`src/rtl/rv_decode_pkg.sv`:
```
package rv_decode_pkg;

  ////////////////////////////////////////////////////////////////////////////
  // Encodings
  ////////////////////////////////////////////////////////////////////////////

  // Major opcodes, instr[6:0]
  localparam logic [6:0] OPCODE_LUI      = 7'b0110111;
  localparam logic [6:0] OPCODE_AUIPC    = 7'b0010111;
  localparam logic [6:0] OPCODE_JAL      = 7'b1101111;
  localparam logic [6:0] OPCODE_JALR     = 7'b1100111;
  localparam logic [6:0] OPCODE_BRANCH   = 7'b1100011;
  localparam logic [6:0] OPCODE_LOAD     = 7'b0000011;
  localparam logic [6:0] OPCODE_STORE    = 7'b0100011;
  localparam logic [6:0] OPCODE_OPIMM    = 7'b0010011;
  localparam logic [6:0] OPCODE_OP       = 7'b0110011;
  localparam logic [6:0] OPCODE_MISC_MEM = 7'b0001111;
  localparam logic [6:0] OPCODE_SYSTEM   = 7'b1110011;

  typedef enum logic [4:0] {
    ALU_ADD  = 5'h00,
    ALU_SUB  = 5'h01,
    ALU_AND  = 5'h02,
    ALU_OR   = 5'h03,
    ALU_XOR  = 5'h04,
    ALU_SLL  = 5'h05,
    ALU_SRL  = 5'h06,
    ALU_SRA  = 5'h07,
    ALU_SLT  = 5'h08,
    ALU_SLTU = 5'h09,
    ALU_EQ   = 5'h0a,  // Branch compares from here on
    ALU_NE   = 5'h0b,
    ALU_LT   = 5'h0c,
    ALU_GE   = 5'h0d,
    ALU_LTU  = 5'h0e,
    ALU_GEU  = 5'h0f
  } alu_opcode_e;

  // Values follow funct3[1:0] of the M encodings
  typedef enum logic [1:0] {MUL_MUL, MUL_MULH, MUL_MULHSU, MUL_MULHU} mul_opcode_e;
  typedef enum logic [1:0] {DIV_DIV, DIV_DIVU, DIV_REM, DIV_REMU} div_opcode_e;

  typedef enum logic [1:0] {CSR_OP_READ, CSR_OP_WRITE, CSR_OP_SET, CSR_OP_CLEAR} csr_opcode_e;

  typedef enum logic [1:0] {OP_A_REG, OP_A_PC, OP_A_ZERO} op_a_sel_e;
  typedef enum logic [1:0] {OP_B_REG, OP_B_IMM} op_b_sel_e;

  typedef enum logic [2:0] {IMM_I, IMM_S, IMM_B, IMM_U, IMM_J} imm_sel_e;

  ////////////////////////////////////////////////////////////////////////////
  // Control word and pipeline payloads
  ////////////////////////////////////////////////////////////////////////////

  typedef struct packed {
    logic        illegal_insn;
    logic        alu_en;
    logic        alu_bch;       // ALU does the branch compare
    logic        alu_jmp;       // ALU forms the link address
    alu_opcode_e alu_operator;
    op_a_sel_e   alu_op_a_sel;
    op_b_sel_e   alu_op_b_sel;
    imm_sel_e    imm_sel;
    logic        mul_en;
    mul_opcode_e mul_operator;
    logic        div_en;
    div_opcode_e div_operator;
    logic        csr_en;
    csr_opcode_e csr_op;
    logic        lsu_en;
    logic        lsu_we;
    logic [1:0]  lsu_type;      // Byte, half or word
    logic        lsu_sign_ext;
    logic        rf_we;
    logic [1:0]  rf_re;         // Bit 0 rs1, bit 1 rs2
    logic        sys_en;
    logic        sys_ecall;
    logic        sys_ebrk;
    logic        sys_mret;
    logic        sys_wfi;
    logic        sys_fencei;
  } decoder_ctrl_t;

  // No sub-decoder match, nothing enabled
  localparam decoder_ctrl_t DECODER_CTRL_ILLEGAL_INSN = '{
    illegal_insn : 1'b1,
    alu_en       : 1'b0,
    alu_bch      : 1'b0,
    alu_jmp      : 1'b0,
    alu_operator : ALU_ADD,
    alu_op_a_sel : OP_A_REG,
    alu_op_b_sel : OP_B_REG,
    imm_sel      : IMM_I,
    mul_en       : 1'b0,
    mul_operator : MUL_MUL,
    div_en       : 1'b0,
    div_operator : DIV_DIV,
    csr_en       : 1'b0,
    csr_op       : CSR_OP_READ,
    lsu_en       : 1'b0,
    lsu_we       : 1'b0,
    lsu_type     : 2'b00,
    lsu_sign_ext : 1'b0,
    rf_we        : 1'b0,
    rf_re        : 2'b00,
    sys_en       : 1'b0,
    sys_ecall    : 1'b0,
    sys_ebrk     : 1'b0,
    sys_mret     : 1'b0,
    sys_wfi      : 1'b0,
    sys_fencei   : 1'b0
  };

  typedef struct packed {
    logic        valid;
    logic [31:0] instr;
    logic        illegal_c_insn;  // Compressed expander found no match
    logic        bus_err;         // Fetch bus error, word is not real
  } fetch_t;

  typedef struct packed {
    logic        valid;
    logic [31:0] instr;
    logic        illegal_c_insn;
    logic        bus_err;
  } if_id_pipe_t;

  typedef struct packed {
    logic          valid;
    decoder_ctrl_t ctrl;
    logic [31:0]   instr;         // Kept for the trap value
  } id_ex_pipe_t;

endpackage

```
`src/rtl/rv_decode_top.sv`:
```
`timescale 1ns/1ps

module rv_decode_top (
  input  logic                       clk,
  input  logic                       reset_i,
  input  rv_decode_pkg::fetch_t      fetch_i,
  input  logic                       stall_i,
  input  logic                       flush_i,
  output rv_decode_pkg::id_ex_pipe_t id_ex_o
);

  rv_decode_pkg::if_id_pipe_t   if_id;  // Fetched word in decode
  rv_decode_pkg::decoder_ctrl_t ctrl;   // Gated control for execute

  rv_if_id_pipe u_if_id_pipe (
    .clk     ( clk     ),
    .reset_i ( reset_i ),
    .fetch_i ( fetch_i ),
    .stall_i ( stall_i ),
    .flush_i ( flush_i ),
    .if_id_o ( if_id   )
  );

  rv_decoder u_decoder (
    .if_id_i ( if_id ),
    .ctrl_o  ( ctrl  )
  );

  rv_id_ex_pipe u_id_ex_pipe (
    .clk     ( clk     ),
    .reset_i ( reset_i ),
    .if_id_i ( if_id   ),
    .ctrl_i  ( ctrl    ),
    .stall_i ( stall_i ),
    .flush_i ( flush_i ),
    .id_ex_o ( id_ex_o )
  );

endmodule

```
`src/rtl/rv_decoder.sv`:
```
`timescale 1ns/1ps

module rv_decoder (
  input  rv_decode_pkg::if_id_pipe_t   if_id_i,
  output rv_decode_pkg::decoder_ctrl_t ctrl_o
);

  rv_decode_pkg::decoder_ctrl_t i_ctrl;
  rv_decode_pkg::decoder_ctrl_t m_ctrl;
  rv_decode_pkg::decoder_ctrl_t subdec_ctrl;  // Winner of the sub-decoders
  rv_decode_pkg::decoder_ctrl_t merged_ctrl;  // After the compressed check

  rv_i_decoder u_i_decoder (
    .instr_i ( if_id_i.instr ),
    .ctrl_o  ( i_ctrl        )
  );

  rv_m_decoder u_m_decoder (
    .instr_i ( if_id_i.instr ),
    .ctrl_o  ( m_ctrl        )
  );

  ////////////////////////////////////////////////////////////////////////////
  // Priority merge, M first then base ISA
  ////////////////////////////////////////////////////////////////////////////

  always_comb begin
    if (!m_ctrl.illegal_insn) begin
      subdec_ctrl = m_ctrl;
    end else if (!i_ctrl.illegal_insn) begin
      subdec_ctrl = i_ctrl;
    end else begin
      subdec_ctrl = rv_decode_pkg::DECODER_CTRL_ILLEGAL_INSN;  // Nobody matched
    end
  end

  // Expander already rejected the halfword, ignore what it turned into
  assign merged_ctrl = if_id_i.illegal_c_insn ? rv_decode_pkg::DECODER_CTRL_ILLEGAL_INSN :
                                                subdec_ctrl;

  // Fetch error, the word is garbage so nothing may take effect
  always_comb begin
    ctrl_o = merged_ctrl;
    if (if_id_i.bus_err) begin
      ctrl_o.illegal_insn = 1'b0;  // Bus error trap wins over illegal
      ctrl_o.alu_en       = 1'b0;
      ctrl_o.mul_en       = 1'b0;
      ctrl_o.div_en       = 1'b0;
      ctrl_o.lsu_en       = 1'b0;
      ctrl_o.csr_en       = 1'b0;
      ctrl_o.csr_op       = rv_decode_pkg::CSR_OP_READ;
      ctrl_o.rf_we        = 1'b0;
      ctrl_o.sys_en       = 1'b0;
      ctrl_o.sys_ecall    = 1'b0;
      ctrl_o.sys_ebrk     = 1'b0;
      ctrl_o.sys_mret     = 1'b0;
      ctrl_o.sys_wfi      = 1'b0;
      ctrl_o.sys_fencei   = 1'b0;
    end
  end

endmodule

```
`src/rtl/rv_i_decoder.sv`:
```
`timescale 1ns/1ps

module rv_i_decoder (
  input  logic [31:0]                  instr_i,
  output rv_decode_pkg::decoder_ctrl_t ctrl_o
);

  logic [6:0] opcode;
  logic [2:0] funct3;
  logic [6:0] funct7;
  logic [4:0] rd;
  logic [4:0] rs1;
  logic       illegal;  // Set by any failed field check
  rv_decode_pkg::decoder_ctrl_t ctrl;

  assign opcode = instr_i[6:0];
  assign funct3 = instr_i[14:12];
  assign funct7 = instr_i[31:25];
  assign rd     = instr_i[11:7];
  assign rs1    = instr_i[19:15];

  always_comb begin
    ctrl              = rv_decode_pkg::DECODER_CTRL_ILLEGAL_INSN;
    ctrl.illegal_insn = 1'b0;  // Start from an all-off legal word
    illegal           = 1'b0;

    case (opcode)
      rv_decode_pkg::OPCODE_LUI, rv_decode_pkg::OPCODE_AUIPC: begin
        ctrl.alu_en       = 1'b1;
        ctrl.alu_op_a_sel = opcode[5] ? rv_decode_pkg::OP_A_ZERO : rv_decode_pkg::OP_A_PC;
        ctrl.alu_op_b_sel = rv_decode_pkg::OP_B_IMM;
        ctrl.imm_sel      = rv_decode_pkg::IMM_U;
        ctrl.rf_we        = 1'b1;
      end

      rv_decode_pkg::OPCODE_JAL, rv_decode_pkg::OPCODE_JALR: begin
        ctrl.alu_en       = 1'b1;
        ctrl.alu_jmp      = 1'b1;                       // ALU makes PC + 4
        ctrl.alu_op_a_sel = rv_decode_pkg::OP_A_PC;
        ctrl.alu_op_b_sel = rv_decode_pkg::OP_B_IMM;
        ctrl.imm_sel      = opcode[3] ? rv_decode_pkg::IMM_J : rv_decode_pkg::IMM_I;
        ctrl.rf_we        = 1'b1;
        ctrl.rf_re        = {1'b0, ~opcode[3]};         // JALR reads rs1
        illegal           = !opcode[3] && (funct3 != 3'b000);
      end

      rv_decode_pkg::OPCODE_BRANCH: begin
        ctrl.alu_en  = 1'b1;
        ctrl.alu_bch = 1'b1;
        ctrl.imm_sel = rv_decode_pkg::IMM_B;
        ctrl.rf_re   = 2'b11;
        case (funct3)
          3'b000:  ctrl.alu_operator = rv_decode_pkg::ALU_EQ;
          3'b001:  ctrl.alu_operator = rv_decode_pkg::ALU_NE;
          3'b100:  ctrl.alu_operator = rv_decode_pkg::ALU_LT;
          3'b101:  ctrl.alu_operator = rv_decode_pkg::ALU_GE;
          3'b110:  ctrl.alu_operator = rv_decode_pkg::ALU_LTU;
          3'b111:  ctrl.alu_operator = rv_decode_pkg::ALU_GEU;
          default: illegal = 1'b1;
        endcase
      end

      rv_decode_pkg::OPCODE_LOAD: begin
        ctrl.lsu_en       = 1'b1;
        ctrl.lsu_type     = funct3[1:0];
        ctrl.lsu_sign_ext = ~funct3[2];                 // LBU and LHU zero extend
        ctrl.alu_op_b_sel = rv_decode_pkg::OP_B_IMM;
        ctrl.rf_we        = 1'b1;
        ctrl.rf_re        = 2'b01;
        illegal           = (funct3[1:0] == 2'b11) || (funct3 == 3'b110);
      end

      rv_decode_pkg::OPCODE_STORE: begin
        ctrl.lsu_en       = 1'b1;
        ctrl.lsu_we       = 1'b1;
        ctrl.lsu_type     = funct3[1:0];
        ctrl.alu_op_b_sel = rv_decode_pkg::OP_B_IMM;
        ctrl.imm_sel      = rv_decode_pkg::IMM_S;
        ctrl.rf_re        = 2'b11;
        illegal           = funct3[2] || (funct3[1:0] == 2'b11);
      end

      rv_decode_pkg::OPCODE_OPIMM: begin
        ctrl.alu_en       = 1'b1;
        ctrl.alu_op_b_sel = rv_decode_pkg::OP_B_IMM;
        ctrl.rf_we        = 1'b1;
        ctrl.rf_re        = 2'b01;
        case (funct3)
          3'b000: ctrl.alu_operator = rv_decode_pkg::ALU_ADD;
          3'b010: ctrl.alu_operator = rv_decode_pkg::ALU_SLT;
          3'b011: ctrl.alu_operator = rv_decode_pkg::ALU_SLTU;
          3'b100: ctrl.alu_operator = rv_decode_pkg::ALU_XOR;
          3'b110: ctrl.alu_operator = rv_decode_pkg::ALU_OR;
          3'b111: ctrl.alu_operator = rv_decode_pkg::ALU_AND;
          3'b001: begin
            ctrl.alu_operator = rv_decode_pkg::ALU_SLL;
            illegal           = (funct7 != 7'b0000000);  // shamt[5] is reserved
          end
          default: begin                                 // SRLI or SRAI
            ctrl.alu_operator = funct7[5] ? rv_decode_pkg::ALU_SRA : rv_decode_pkg::ALU_SRL;
            illegal           = ({funct7[6], funct7[4:0]} != 6'b0);
          end
        endcase
      end

      rv_decode_pkg::OPCODE_OP: begin
        ctrl.alu_en = 1'b1;
        ctrl.rf_we  = 1'b1;
        ctrl.rf_re  = 2'b11;
        illegal     = ({funct7[6], funct7[4:0]} != 6'b0);  // M words land here too
        case ({funct7[5], funct3})
          4'b0_000: ctrl.alu_operator = rv_decode_pkg::ALU_ADD;
          4'b1_000: ctrl.alu_operator = rv_decode_pkg::ALU_SUB;
          4'b0_001: ctrl.alu_operator = rv_decode_pkg::ALU_SLL;
          4'b0_010: ctrl.alu_operator = rv_decode_pkg::ALU_SLT;
          4'b0_011: ctrl.alu_operator = rv_decode_pkg::ALU_SLTU;
          4'b0_100: ctrl.alu_operator = rv_decode_pkg::ALU_XOR;
          4'b0_101: ctrl.alu_operator = rv_decode_pkg::ALU_SRL;
          4'b1_101: ctrl.alu_operator = rv_decode_pkg::ALU_SRA;
          4'b0_110: ctrl.alu_operator = rv_decode_pkg::ALU_OR;
          4'b0_111: ctrl.alu_operator = rv_decode_pkg::ALU_AND;
          default:  illegal = 1'b1;
        endcase
      end

      rv_decode_pkg::OPCODE_MISC_MEM: begin
        // FENCE is a no-op on this core, FENCE.I traps to the controller
        ctrl.sys_en     = funct3[0];
        ctrl.sys_fencei = funct3[0];
        illegal         = (funct3[2:1] != 2'b00) || (rd != 5'd0) || (rs1 != 5'd0) ||
                          (funct3[0] && (instr_i[31:20] != 12'h000));
      end

      rv_decode_pkg::OPCODE_SYSTEM: begin
        if (funct3 == 3'b000) begin
          ctrl.sys_en = 1'b1;
          illegal     = (rd != 5'd0) || (rs1 != 5'd0);
          case (instr_i[31:20])
            12'h000: ctrl.sys_ecall = 1'b1;
            12'h001: ctrl.sys_ebrk  = 1'b1;
            12'h302: ctrl.sys_mret  = 1'b1;
            12'h105: ctrl.sys_wfi   = 1'b1;
            default: illegal = 1'b1;
          endcase
        end else begin
          ctrl.csr_en = 1'b1;
          ctrl.rf_we  = 1'b1;
          ctrl.rf_re  = {1'b0, ~funct3[2]};            // Immediate forms carry uimm in rs1
          case (funct3[1:0])
            2'b01:   ctrl.csr_op = rv_decode_pkg::CSR_OP_WRITE;
            2'b10:   ctrl.csr_op = (rs1 == 5'd0) ? rv_decode_pkg::CSR_OP_READ :
                                                   rv_decode_pkg::CSR_OP_SET;
            2'b11:   ctrl.csr_op = (rs1 == 5'd0) ? rv_decode_pkg::CSR_OP_READ :
                                                   rv_decode_pkg::CSR_OP_CLEAR;
            default: illegal = 1'b1;                    // funct3 100 is reserved
          endcase
        end
      end

      default: illegal = 1'b1;
    endcase
  end

  assign ctrl_o = illegal ? rv_decode_pkg::DECODER_CTRL_ILLEGAL_INSN : ctrl;

endmodule

```
`src/rtl/rv_id_ex_pipe.sv`:
```
`timescale 1ns/1ps

module rv_id_ex_pipe (
  input  logic                         clk,
  input  logic                         reset_i,
  input  rv_decode_pkg::if_id_pipe_t   if_id_i,
  input  rv_decode_pkg::decoder_ctrl_t ctrl_i,
  input  logic                         stall_i,
  input  logic                         flush_i,
  output rv_decode_pkg::id_ex_pipe_t   id_ex_o
);

  always_ff @(posedge clk) begin
    if (reset_i) begin
      id_ex_o.valid             <= 1'b0;
      id_ex_o.ctrl              <= rv_decode_pkg::DECODER_CTRL_ILLEGAL_INSN;
      id_ex_o.ctrl.illegal_insn <= 1'b0;  // All-off word, no trap pending
    end else if (flush_i) begin
      id_ex_o.valid <= 1'b0;              // Flush beats stall
    end else if (!stall_i) begin
      id_ex_o.valid <= if_id_i.valid;     // Valid travels with its word
      id_ex_o.ctrl  <= ctrl_i;
      id_ex_o.instr <= if_id_i.instr;     // mtval source on illegal
    end
  end

endmodule

```
`src/rtl/rv_if_id_pipe.sv`:
```
`timescale 1ns/1ps

module rv_if_id_pipe (
  input  logic                       clk,
  input  logic                       reset_i,
  input  rv_decode_pkg::fetch_t      fetch_i,
  input  logic                       stall_i,
  input  logic                       flush_i,
  output rv_decode_pkg::if_id_pipe_t if_id_o
);

  always_ff @(posedge clk) begin
    // Valid bit, flush beats stall
    if (reset_i || flush_i) begin
      if_id_o.valid <= 1'b0;
    end else if (!stall_i) begin
      if_id_o.valid <= fetch_i.valid;
    end

    // Payload only moves with a real word
    if (!stall_i && fetch_i.valid) begin
      if_id_o.instr          <= fetch_i.instr;
      if_id_o.illegal_c_insn <= fetch_i.illegal_c_insn;
      if_id_o.bus_err        <= fetch_i.bus_err;
    end
  end

endmodule

```
`src/rtl/rv_m_decoder.sv`:
```
`timescale 1ns/1ps

module rv_m_decoder (
  input  logic [31:0]                  instr_i,
  output rv_decode_pkg::decoder_ctrl_t ctrl_o
);

  logic       m_match;  // OP with funct7 0000001
  logic [2:0] funct3;

  assign funct3  = instr_i[14:12];
  assign m_match = (instr_i[6:0] == rv_decode_pkg::OPCODE_OP) &&
                   (instr_i[31:25] == 7'b0000001);

  always_comb begin
    ctrl_o = rv_decode_pkg::DECODER_CTRL_ILLEGAL_INSN;
    if (m_match) begin
      ctrl_o.illegal_insn = 1'b0;
      ctrl_o.rf_we        = 1'b1;
      ctrl_o.rf_re        = 2'b11;  // Both sources always read
      if (!funct3[2]) begin
        ctrl_o.mul_en       = 1'b1;  // MUL, MULH, MULHSU, MULHU
        ctrl_o.mul_operator = rv_decode_pkg::mul_opcode_e'(funct3[1:0]);
      end else begin
        ctrl_o.div_en       = 1'b1;  // DIV, DIVU, REM, REMU
        ctrl_o.div_operator = rv_decode_pkg::div_opcode_e'(funct3[1:0]);
      end
    end
  end

endmodule

```
`config.mk`:
```
export PLATFORM = sky130hd
export DESIGN_NAME = rv_decode_top
export DESIGN_NICKNAME = d
export VERILOG_FILES = /design/src/rtl/rv_decode_pkg.sv /design/src/rtl/rv_decode_top.sv /design/src/rtl/rv_decoder.sv /design/src/rtl/rv_i_decoder.sv /design/src/rtl/rv_id_ex_pipe.sv /design/src/rtl/rv_if_id_pipe.sv /design/src/rtl/rv_m_decoder.sv
export SDC_FILE = /design/constraint.sdc
export NUM_CORES = 1
export LEC_CHECK = 0
export BUFFER_PORTS_ARGS = -buffer_cell sky130_fd_sc_hd__buf_2
export CAP_MARGIN = 20
export CORE_ASPECT_RATIO = 1.4
export CORE_UTILIZATION = 47
export DETAILED_ROUTE_END_ITERATION = 6
export PLACE_DENSITY = 0.75
export SLEW_MARGIN = 30
export SYNTH_ARGS = -nofsm -noshare
export SYNTH_HDL_FRONTEND = slang
export SYNTH_SLANG_ARGS = --single-unit
```
`constraint.sdc`:
```
create_clock -name clk -period 2.4 [get_ports clk]
set_input_delay 0.24 -clock clk [delete_from_list [all_inputs] [get_ports clk]]
set_output_delay 0.24 -clock clk [all_outputs]
set_load 0.05 [all_outputs]
```
==> results of run 1 <==
==> synth_stat cells, types with 2 or more instances <==
library cell,n,area share
edfxtp_1,66,0.47
nand2b_1,3,0.0045
a21oi_1,12,0.014
inv_1,5,0.0045
or2_2,2,0.0030
mux2i_1,2,0.0048
nor4_1,6,0.0090
nor3b_1,3,0.0054
a22oi_1,2,0.0036
o31ai_1,7,0.013
a211o_1,2,0.0042
clkbuf_1,17,0.015
nor3_1,14,0.017
and3_1,6,0.0090
or4_1,2,0.0036
nand4_1,4,0.0060
or3_1,6,0.0090
nand3_1,9,0.011
nor2b_1,4,0.0060
nand3b_1,6,0.011
o221ai_2,2,0.0072
nand2_1,48,0.043
nor4b_1,2,0.0042
o21ai_1,17,0.020
dfxtp_1,39,0.19
o31ai_4,2,0.010
buf_4,2,0.0036
o21ai_0,10,0.012
buf_6,2,0.0054
nor2_1,17,0.015
a21boi_0,3,0.0054
==> per-stage QoR <==
step | utilization | instances
2_1_floorplan | - | 350
3_3_place_gp | 0.5831 | 573
3_5_place_dp | 0.5831 | 573
4_1_cts | 0.6228 | 588
5_1_grt | 0.6265 | 588
6_report | 0.6265 | 588
==> per-layer routing <==
| layer | GRT usage | wire, microns | vias up |
|---|---|---|---|
| met5 | 0 | 0 | - |
| met2 | 0.3433 | 4682 | 108 |
| li1 | - | - | 1565 |
| met3 | 0.06400 | 455 | 13 |
| met4 | 0.09942 | 222 | 0 |
| met1 | 0.2605 | 3992 | 1478 |
==> worst max path at each step <==
stage	endpoint	start	cells past startpoint	slack, ns
2_1_floorplan	u_if_id_pipe.if_id_o[0]$_DFFE_PP_	stall_i	1	0.16
3_3_place_gp	u_id_ex_pipe.id_ex_o[70]$_SDFFE_PP0P_	u_if_id_pipe.if_id_o[29]$_DFFE_PP_	7	0.17
3_5_place_dp	u_id_ex_pipe.id_ex_o[70]$_SDFFE_PP0P_	u_if_id_pipe.if_id_o[29]$_DFFE_PP_	7	0.12
4_1_cts	u_id_ex_pipe.id_ex_o[70]$_SDFFE_PP0P_	u_if_id_pipe.if_id_o[29]$_DFFE_PP_	7	0.1
5_1_grt	u_id_ex_pipe.id_ex_o[37]$_SDFFE_PP0P_	u_if_id_pipe.if_id_o[25]$_DFFE_PP_	6	0.02
6_report	u_id_ex_pipe.id_ex_o[70]$_SDFFE_PP0P_	u_if_id_pipe.if_id_o[25]$_DFFE_PP_	6	0.10
==> sequential cells by signal (all words and copies together), names as in the netlist <==
name and flops:
u_if_id_pipe.if_id_o 35, u_id_ex_pipe.id_ex_o 70
==> critical path: stages (launching register included) <==
cell	delay, ns
edfxtp_1	0.44
or4b_2	0.71
nor4_1	0.33
o311a_4	0.25
a21boi_0	0.08
buf_4	0.14
a211o_1	0.24
==> cell type report <==
type                    count  area [sq um]
clock buffers               9         225.2
clock inverters             6         116.4
fillers                   719          3216
inverters                   5         18.77
multi-input cells         219          1353
flip-flops and latches    105          2763
well taps                 105         131.4
repair buffers            139         785.8
==> cell families (layout without fill, tap and decap cells) <==
logic type                 after synthesis  in the layout
AOI/OAI and AO/OA                       70             70
xor gates and xnor gates                 2              2
adders and majority gates                1              1
buffers and inverters                   26            159
DFF                                    105            105
muxes                                    2              2
other                                    1              2
and+or+nand+nor                        142            142
==> report_power, final <==
group | total [mW] | switching [mW] | internal [mW]
logic | 0.275 | 0.174 | 0.101
clock network | 1.63 | 0.615 | 1.02
registers | 2.02 | 0.0439 | 1.98
total | 3.93 | 0.832 | 3.10
==> timing repair <==
item | in CTS | in global routing
hold endpoints to repair | 0 | 0
gates resized for setup | 0 | 5
endpoints found under the setup margin | 0 | 4
==> results.cfg, run 1 <==
[run_status]
outcome = completed

[sta]
hold_viol = 0
rsz0062_at_grt = no
period_share = 0.9565
period_minus_slack_ns = 2.296
worst_slack_ns = 0.1044
report.final.slew_viol_count = 0
max-slew-margin-rel = 0.6159
fin_skew_ns = 0.007279
holdWs_ns = 0.06395
fmax_mhz = 435.6
tightest_slew_ns = 0.5749
tns_ns = 0
setup_viol = 0

[drt]
wl_per_cell_microns = 15.90
vias_per_cell = 5.381
drc = 0
ant_nets = 0
wl_microns = 9352
drtPass1Iterations = 4
drtIter0Drc = 200
vias = 3164

[synthesis]
synthCells = 349
synthMuxAreaShare = 0.004783
syn_area_sq_um = 4185
avgSynthCellArea_sq_um = 11.99
synth_edf_count = 66
yosysWarnings = 0
synth_ff_type = edfxtp_1
synth_compound_area_frac = 0.1169
ys_seq_area_frac = 0.6601
yosys.area_share.simple = 0.1821
yosys.area_share.xor_xnor = 0.004185
synthArstFlopShare = 0
synthAdderAreaFrac = 0.002392
synth-seq-cells = 105
synth_top_family_by_area = simple AND/OR/NAND/NOR gates
ys_types = 58

[worst_setup_path]
end_kind = flip-flop
startpoint_type = flip-flop
r2r-end = u_id_ex_pipe.id_ex_o[70]$_SDFFE_PP0P_
worst_r2r_startpoint = u_if_id_pipe.if_id_o[25]$_DFFE_PP_
rr_worst_depth = 6
required_ns = 2.64
rrSetupSlack_ns = 0.10
worstPathMaxFanout = 3
critPathArrivalTime_ns = 2.53
critical_path_class = reg2reg

[place]
dp_hpwl_microns = 6824
pre_cts_ws_ns = 0.1152
gp_congestion = 0.8964
numPortBuffers = 108
place_area_sq_um = 5020

[finish]
drive_gt1_frac = 0.3561
final_common_cell = buf_2
antenna_cells = 0
final_nets = 518
area_growth_pct = 28.85
layout_common_cells = buf_2 (108), edfxtp_1 (66), nand2_1 (48)
final_area_sq_um = 5393

[global_route]
grt_pass1_wl_microns = 14530
grt_max_degree = 33
antenna_found_initial = 0
grt_pass1_vias = 3022
overflow = 0
grt_use_total = 0.2140

[clocking]
clock_sinks = 105
postCtsHoldBufs = 0
cts_max_path_buffers = 2
postCtsSetupBuffers = 0
cts_made_buffers = 9
root_buffer = clkbuf_16
cts_tree = built
cts.reportedPaths.clkPinSlew_ns = 0.07
h-tree-depth = 3
clkLatencyLatePin_ns = 0.35

[worst_hold_path]
hold_class = in2reg
min_path_cells = 1
hold_end = u_if_id_pipe.if_id_o[19]$_DFFE_PP_
min_from = fetch_i[19]

[power]
powerDensity_nw_per_um2 = 729.0
power.total_mw = 3.931
power.leakage_nw = 2.094
peakVddDrop_mv = 0.6566

[die]
rows = 40
design.die.area_sq_um = 9292
start_util = 0.4862
io_pins = 111
die_height_microns = 113.7
core_sq_um = 8608
die_w_microns = 81.76

[job]
drv_cap = 0
(Power assumes the default switching activity.)
==> run 2, diff against run 1 <==
--- a/config.mk
+++ b/config.mk
@@ -7,10 +7,13 @@
 export LEC_CHECK = 0
 export BUFFER_PORTS_ARGS = -buffer_cell sky130_fd_sc_hd__buf_2
 export CAP_MARGIN = 20
+export CELL_PAD_IN_SITES_DETAIL_PLACEMENT = 1
+export CELL_PAD_IN_SITES_GLOBAL_PLACEMENT = 1
 export CORE_ASPECT_RATIO = 1.4
-export CORE_UTILIZATION = 47
+export CORE_UTILIZATION = 37
+export CTS_CLUSTER_DIAMETER = 200
 export DETAILED_ROUTE_END_ITERATION = 6
-export PLACE_DENSITY = 0.75
+export PLACE_DENSITY_LB_ADDON = 0.1
 export SLEW_MARGIN = 30
 export SYNTH_ARGS = -nofsm -noshare
 export SYNTH_HDL_FRONTEND = slang
==> run 2 against run 1 <==
Net effect: first-iteration DRC count is 9.5% lower; design area decreased by 0.28%; final cell count rose by 6.3%; non-clock buffer count did not move; sequential share of layout area increased by 0.14 points; setup slack got worse by 0.0084 ns; clock-buffer cell count stayed put; register-to-register slack barely moved; via count is 1.4% higher; clock power shrank 9.8%; power shrank 4.1%; fmax decreased by 0.36%; critical path type unchanged; critical endpoint is now u_id_ex_pipe.id_ex_o[37]$_SDFFE_PP0P_; largest power group unchanged.
==> results.cfg, run 2 (synthesis gave the netlist of run 1 again) <==
[drt]
drtPass1Iterations = 4
ant_nets = 0
wl_microns = 10740
vias = 3209
drc = 0
vias_per_cell = 5.134
wl_per_cell_microns = 17.18
drtIter0Drc = 181

[sta]
fin_skew_ns = 0.007842
tightest_slew_ns = 0.5617
period_minus_slack_ns = 2.304
fmax_mhz = 434.0
worst_slack_ns = 0.09604
hold_viol = 0
setup_viol = 0
rsz0062_at_grt = no
period_share = 0.9600
tns_ns = 0
max-slew-margin-rel = 0.6256
report.final.slew_viol_count = 0

[place]
place_area_sq_um = 5065
gp_congestion = 0.8747
pre_cts_ws_ns = 0.07661
dp_hpwl_microns = 8006
numPortBuffers = 108
place_inst = 609

[worst_setup_path]
critical_path_class = reg2reg
end_kind = flip-flop
worst_r2r_startpoint = u_if_id_pipe.if_id_o[29]$_DFFE_PP_
r2r-end = u_id_ex_pipe.id_ex_o[37]$_SDFFE_PP0P_
rrSetupSlack_ns = 0.1
startpoint_type = flip-flop
required_ns = 2.65
critPathArrivalTime_ns = 2.55
worstPathMaxFanout = 27
rr_worst_depth = 7

[finish]
layout_common_cells = buf_2 (108), edfxtp_1 (66), nand2_1 (48)
drive_gt1_frac = 0.3512
regArea_sq_um = 2763
final_common_cell = buf_2
antenna_cells = 0
nFillCells = 1203
area_growth_pct = 28.49
largest_registers = u_id_ex_pipe.id_ex_o x70, u_if_id_pipe.if_id_o x35
fin_cells = 625
largest_reg_flops = 70
regMostFlops = u_id_ex_pipe.id_ex_o
final_area_sq_um = 5378
multi_input_area_sq_um = 1333
final_nets = 518

[worst_hold_path]
hold_end = u_if_id_pipe.if_id_o[12]$_DFFE_PP_
hold_class = in2reg
min_from = fetch_i[12]
min_path_cells = 1

[job]
drv_cap = 0

[power]
peakVddDrop_mv = 0.3893
power.leakage_nw = 2.068
powerDensity_nw_per_um2 = 700.9

[die]
rows = 45
core_sq_um = 10920
start_util = 0.3832
die_height_microns = 127.8
io_pins = 111
design.die.area_sq_um = 11750
die_w_microns = 91.89

[clocking]
cts_tree = built
cts.reportedPaths.clkPinSlew_ns = 0.07
cts_max_path_buffers = 2
clock_sinks = 105
root_buffer = clkbuf_16
clkLatencyLatePin_ns = 0.34
cts_made_buffers = 9
postCtsHoldBufs = 0
h-tree-depth = 3

[global_route]
overflow = 0
met3_usage = 0.04152
antenna_found_initial = 0
grt_pass1_wl_microns = 17130
met1_usage = 0.2262
grt_use_total = 0.1906
grt_pass1_vias = 3295
grt_busiest_layer = met2
grt_use_met2 = 0.3376
grt_max_degree = 36

[run_status]
outcome = completed
## run 2: how the worst max path moves through the flow
stage	from	to	slack (ns)
2_1_floorplan	stall_i	u_if_id_pipe.if_id_o[0]$_DFFE_PP_	0.16
3_3_place_gp	u_if_id_pipe.if_id_o[29]$_DFFE_PP_	u_id_ex_pipe.id_ex_o[70]$_SDFFE_PP0P_	0.18
3_5_place_dp	u_if_id_pipe.if_id_o[29]$_DFFE_PP_	u_id_ex_pipe.id_ex_o[70]$_SDFFE_PP0P_	0.08
4_1_cts	u_if_id_pipe.if_id_o[29]$_DFFE_PP_	u_id_ex_pipe.id_ex_o[37]$_SDFFE_PP0P_	0.07
5_1_grt	u_if_id_pipe.if_id_o[29]$_DFFE_PP_	u_id_ex_pipe.id_ex_o[37]$_SDFFE_PP0P_	0.004
6_report	u_if_id_pipe.if_id_o[29]$_DFFE_PP_	u_id_ex_pipe.id_ex_o[37]$_SDFFE_PP0P_	0.1
## run 2: layer usage
metal	part of all wire	routed length [microns]	vias to the layer above
li1	-	-	1555
met1	0.43	4571	1566
met2	0.52	5553	75
met3	0.039	414	13
met4	0.019	199	0
met5	0	0	-
## run 2: area by class of cell
type                       instances  area share
tap                              141     0.03281
clock inverter                     7     0.01419
timing repair buffer             139      0.1461
sequential                       105      0.5137
inverter                           5    0.003490
clock buffer                       9     0.04188
multi-input combinational        219      0.2478
## run 2: critical path, cell delays in order (launching register included)
cell	delay, ns
edfxtp_1	0.38
or3_4	0.43
or4_4	0.45
o221ai_2	0.17
o311a_2	0.26
nand3_4	0.08
buf_12	0.18
o31ai_1	0.25
## run 2: metrics by stage
| step | power, mW | util | hold slack (ns) |
|---|---|---|---|
| CTS | 3.812 | 0.4913 | 0.06055 |
| detailed placement | 2.341 | 0.4637 | 0.4183 |
| finish | 3.769 | 0.4923 | 0.06976 |
| global route | 3.905 | 0.4923 | 0.05981 |
| global placement | 2.330 | 0.4637 | 0.4167 |
| floorplan | 2.211 | - | 0.3193 |
## run 2: what timing repair did
action,4_1_cts,5_1_grt
resized for setup,0,2
setup buffers,0,0
setup endpoints to repair,0,7
## run 2: power breakdown
part	leakage [nW]	internal, mW	switching, mW
Combinational	0.997	0.0999	0.180
Clock	0.144	0.816	0.653
Sequential	0.927	1.98	0.0426
==> run 3, diff against run 2 <==
--- a/config.mk
+++ b/config.mk
@@ -5,15 +5,16 @@
 export SDC_FILE = /design/constraint.sdc
 export NUM_CORES = 1
 export LEC_CHECK = 0
-export BUFFER_PORTS_ARGS = -buffer_cell sky130_fd_sc_hd__buf_2
 export CAP_MARGIN = 20
 export CELL_PAD_IN_SITES_DETAIL_PLACEMENT = 1
 export CELL_PAD_IN_SITES_GLOBAL_PLACEMENT = 1
 export CORE_ASPECT_RATIO = 1.4
-export CORE_UTILIZATION = 37
+export CORE_UTILIZATION = 44
 export CTS_CLUSTER_DIAMETER = 200
 export DETAILED_ROUTE_END_ITERATION = 6
+export DONT_BUFFER_PORTS = 1
 export PLACE_DENSITY_LB_ADDON = 0.1
+export SETUP_SLACK_MARGIN = 0.1
 export SLEW_MARGIN = 30
 export SYNTH_ARGS = -nofsm -noshare
 export SYNTH_HDL_FRONTEND = slang
==> run 3 against run 2 <==
Net effect: global-route usage up 3.9 points; final cell count down 17%; non-clock buffer count down 73; critical endpoint is now u_id_ex_pipe.id_ex_o[69]$_SDFFE_PP0P_; critical path type unchanged; register-to-register slack better by 0.02 ns; the flow now finishes with violations (DRC); hold slack better by 0.024 ns; first-iteration DRC count down 22%; highest routed layer unchanged.
==> results.cfg, run 3 (synthesis gave the netlist of run 1 again) <==
[run_status]
outcome = finished with violations
violations = DRC

[die]
die_height_microns = 117.4
io_pins = 111
die_w_microns = 84.43
rows = 41
core_sq_um = 9131
start_util = 0.4583
design.die.area_sq_um = 9912

[finish]
nFillCells = 933
largest_reg_flops = 70
largest_registers = u_id_ex_pipe.id_ex_o x70, u_if_id_pipe.if_id_o x35
finish.utilization = 0.5667
final_common_cell = edfxtp_1
area_growth_pct = 23.65
regMostFlops = u_id_ex_pipe.id_ex_o
layout_common_cells = edfxtp_1 (66), nand2_1 (48), dfxtp_1 (39)
final_area_sq_um = 5175
antenna_cells = 0
fin_cells = 518
final_nets = 445
drive_gt1_frac = 0.1606

[drt]
wl_microns = 10760
vias = 2949
drc = 8
drtPass1Iterations = 7
ant_nets = 0
wl_per_cell_microns = 20.77
vias_per_cell = 5.693
drtIter0Drc = 142

[power]
netSwitchingPower_uw = 925.8
comb_power_share = 0.068
p_int_mw = 2.828
powerDensity_nw_per_um2 = 725.3
p_sw_frac = 0.2467
peakVddDrop_mv = 0.4962
clock_power_share = 0.385
seq_power_share = 0.547
power.leakage_nw = 1.738
power.total_mw = 3.754

[worst_setup_path]
worst_r2r_startpoint = u_if_id_pipe.if_id_o[29]$_DFFE_PP_
worstPathMaxFanout = 27
setup.worst_path.start = u_if_id_pipe.if_id_o[29]$_DFFE_PP_
required_ns = 2.66
critPathArrivalTime_ns = 2.54
crit_path_end = u_id_ex_pipe.id_ex_o[69]$_SDFFE_PP0P_
startpoint_type = flip-flop
rrSetupSlack_ns = 0.12
end_kind = flip-flop
critical_path_class = reg2reg
rr_worst_depth = 7
r2r-end = u_id_ex_pipe.id_ex_o[69]$_SDFFE_PP0P_

[clocking]
clock_sinks = 105
cts_tree = built
cts_max_path_buffers = 2
clkLatencyLatePin_ns = 0.36
root_buffer = clkbuf_16
postCtsSetupBuffers = 0
cts.reportedPaths.clkPinSlew_ns = 0.07
cts_made_buffers = 9
h-tree-depth = 3

[sta]
max-slew-margin-rel = 0.6099
rsz0062_at_grt = yes
worst_slack_ns = 0.1203
holdWs_ns = 0.09376
tightest_slew_ns = 0.5844
hold_viol = 0
period_minus_slack_ns = 2.280
period_share = 0.9499
fmax_mhz = 438.6
tns_ns = 0
fin_skew_ns = 0.01401
report.final.slew_viol_count = 0
setup_viol = 0

[job]
drv_cap = 0

[global_route]
grt_use_total = 0.2292
grt_max_degree = 36
grt_pass1_wl_microns = 17110
grt_pass1_vias = 3125
antenna_found_initial = 0
overflow = 0

[worst_hold_path]
hold_class = in2reg

[place]
numPortBuffers = 0
dp_hpwl_microns = 7337
pre_cts_ws_ns = 0.09245
place_inst = 466
place_area_sq_um = 4474
gp_congestion = 0.8160
==> run 3: cell types whose count changed in the layout (fill, tap and decap cells not counted), moves of 2 or more <==
cell / change
o31ai_1: -4
inv_8: +2
o31ai_2: +4
dlygate4sd3_1: +36
buf_2: -108
==> run 3: power by group through the flow <==
stage | logic [mW] | registers, mW | clock network (mW)
3_3_place_gp | 0.200 | 2.09 | 0
3_5_place_dp | 0.203 | 2.09 | 0
5_1_grt | 0.281 | 2.06 | 1.53
4_1_cts | 0.256 | 2.05 | 1.47
6_report | 0.257 | 2.05 | 1.45
2_1_floorplan | 0.136 | 2.07 | 0
==> run 3: cell type report <==
cell class	instances	area, sq um	area share
repair buffers	66	598.1	0.1156
inverters	5	18.77	0.003627
clock inverters	7	73.82	0.01426
well taps	107	133.9	0.02587
flip-flops and latches	105	2763	0.5338
clock buffers	9	225.2	0.04352
multi-input cells	219	1363	0.2633
==> run 3: what timing repair did <==
item | in CTS | in global routing
gates resized for setup | 3 | 5
pin swaps | 0 | 1
hold buffers | 36 | 0
endpoints found under the setup margin | 1 | 12
endpoints found under the hold margin | 43 | 0
==> run 3: critical path, stage by stage, from the launching register on <==
cell and delay (ns):
edfxtp_1 0.39, or3_4 0.43, or4_4 0.44, o221ai_2 0.19, o311a_4 0.26, nand3_4 0.07, buf_12 0.18, o31ai_2 0.21
==> run 3: worst min path at each step <==
stage	startpoint	to	slack, ns	depth (start not counted)
floorplan	flush_i	u_id_ex_pipe.id_ex_o[71]$_SDFFE_PP0N_	0.32	1
global placement	reset_i	u_id_ex_pipe.id_ex_o[53]$_SDFFE_PP0P_	0.31	1
detailed placement	reset_i	u_id_ex_pipe.id_ex_o[41]$_SDFFE_PP0P_	0.31	1
CTS	stall_i	u_if_id_pipe.if_id_o[34]$_SDFFE_PP0N_	0.09	2
global route	stall_i	u_if_id_pipe.if_id_o[34]$_SDFFE_PP0N_	0.11	2
finish	stall_i	u_if_id_pipe.if_id_o[34]$_SDFFE_PP0N_	0.09	2
==> run 3: metal layers <==
| layer | GRT usage | up-vias | share of wire |
|---|---|---|---|
| li1 | - | 1421 | - |
| met3 | 0.05771 | 13 | 0.045 |
| met5 | 0 | - | 0 |
| met4 | 0.09322 | 0 | 0.021 |
| met1 | 0.2758 | 1443 | 0.41 |
| met2 | 0.3904 | 72 | 0.52 |
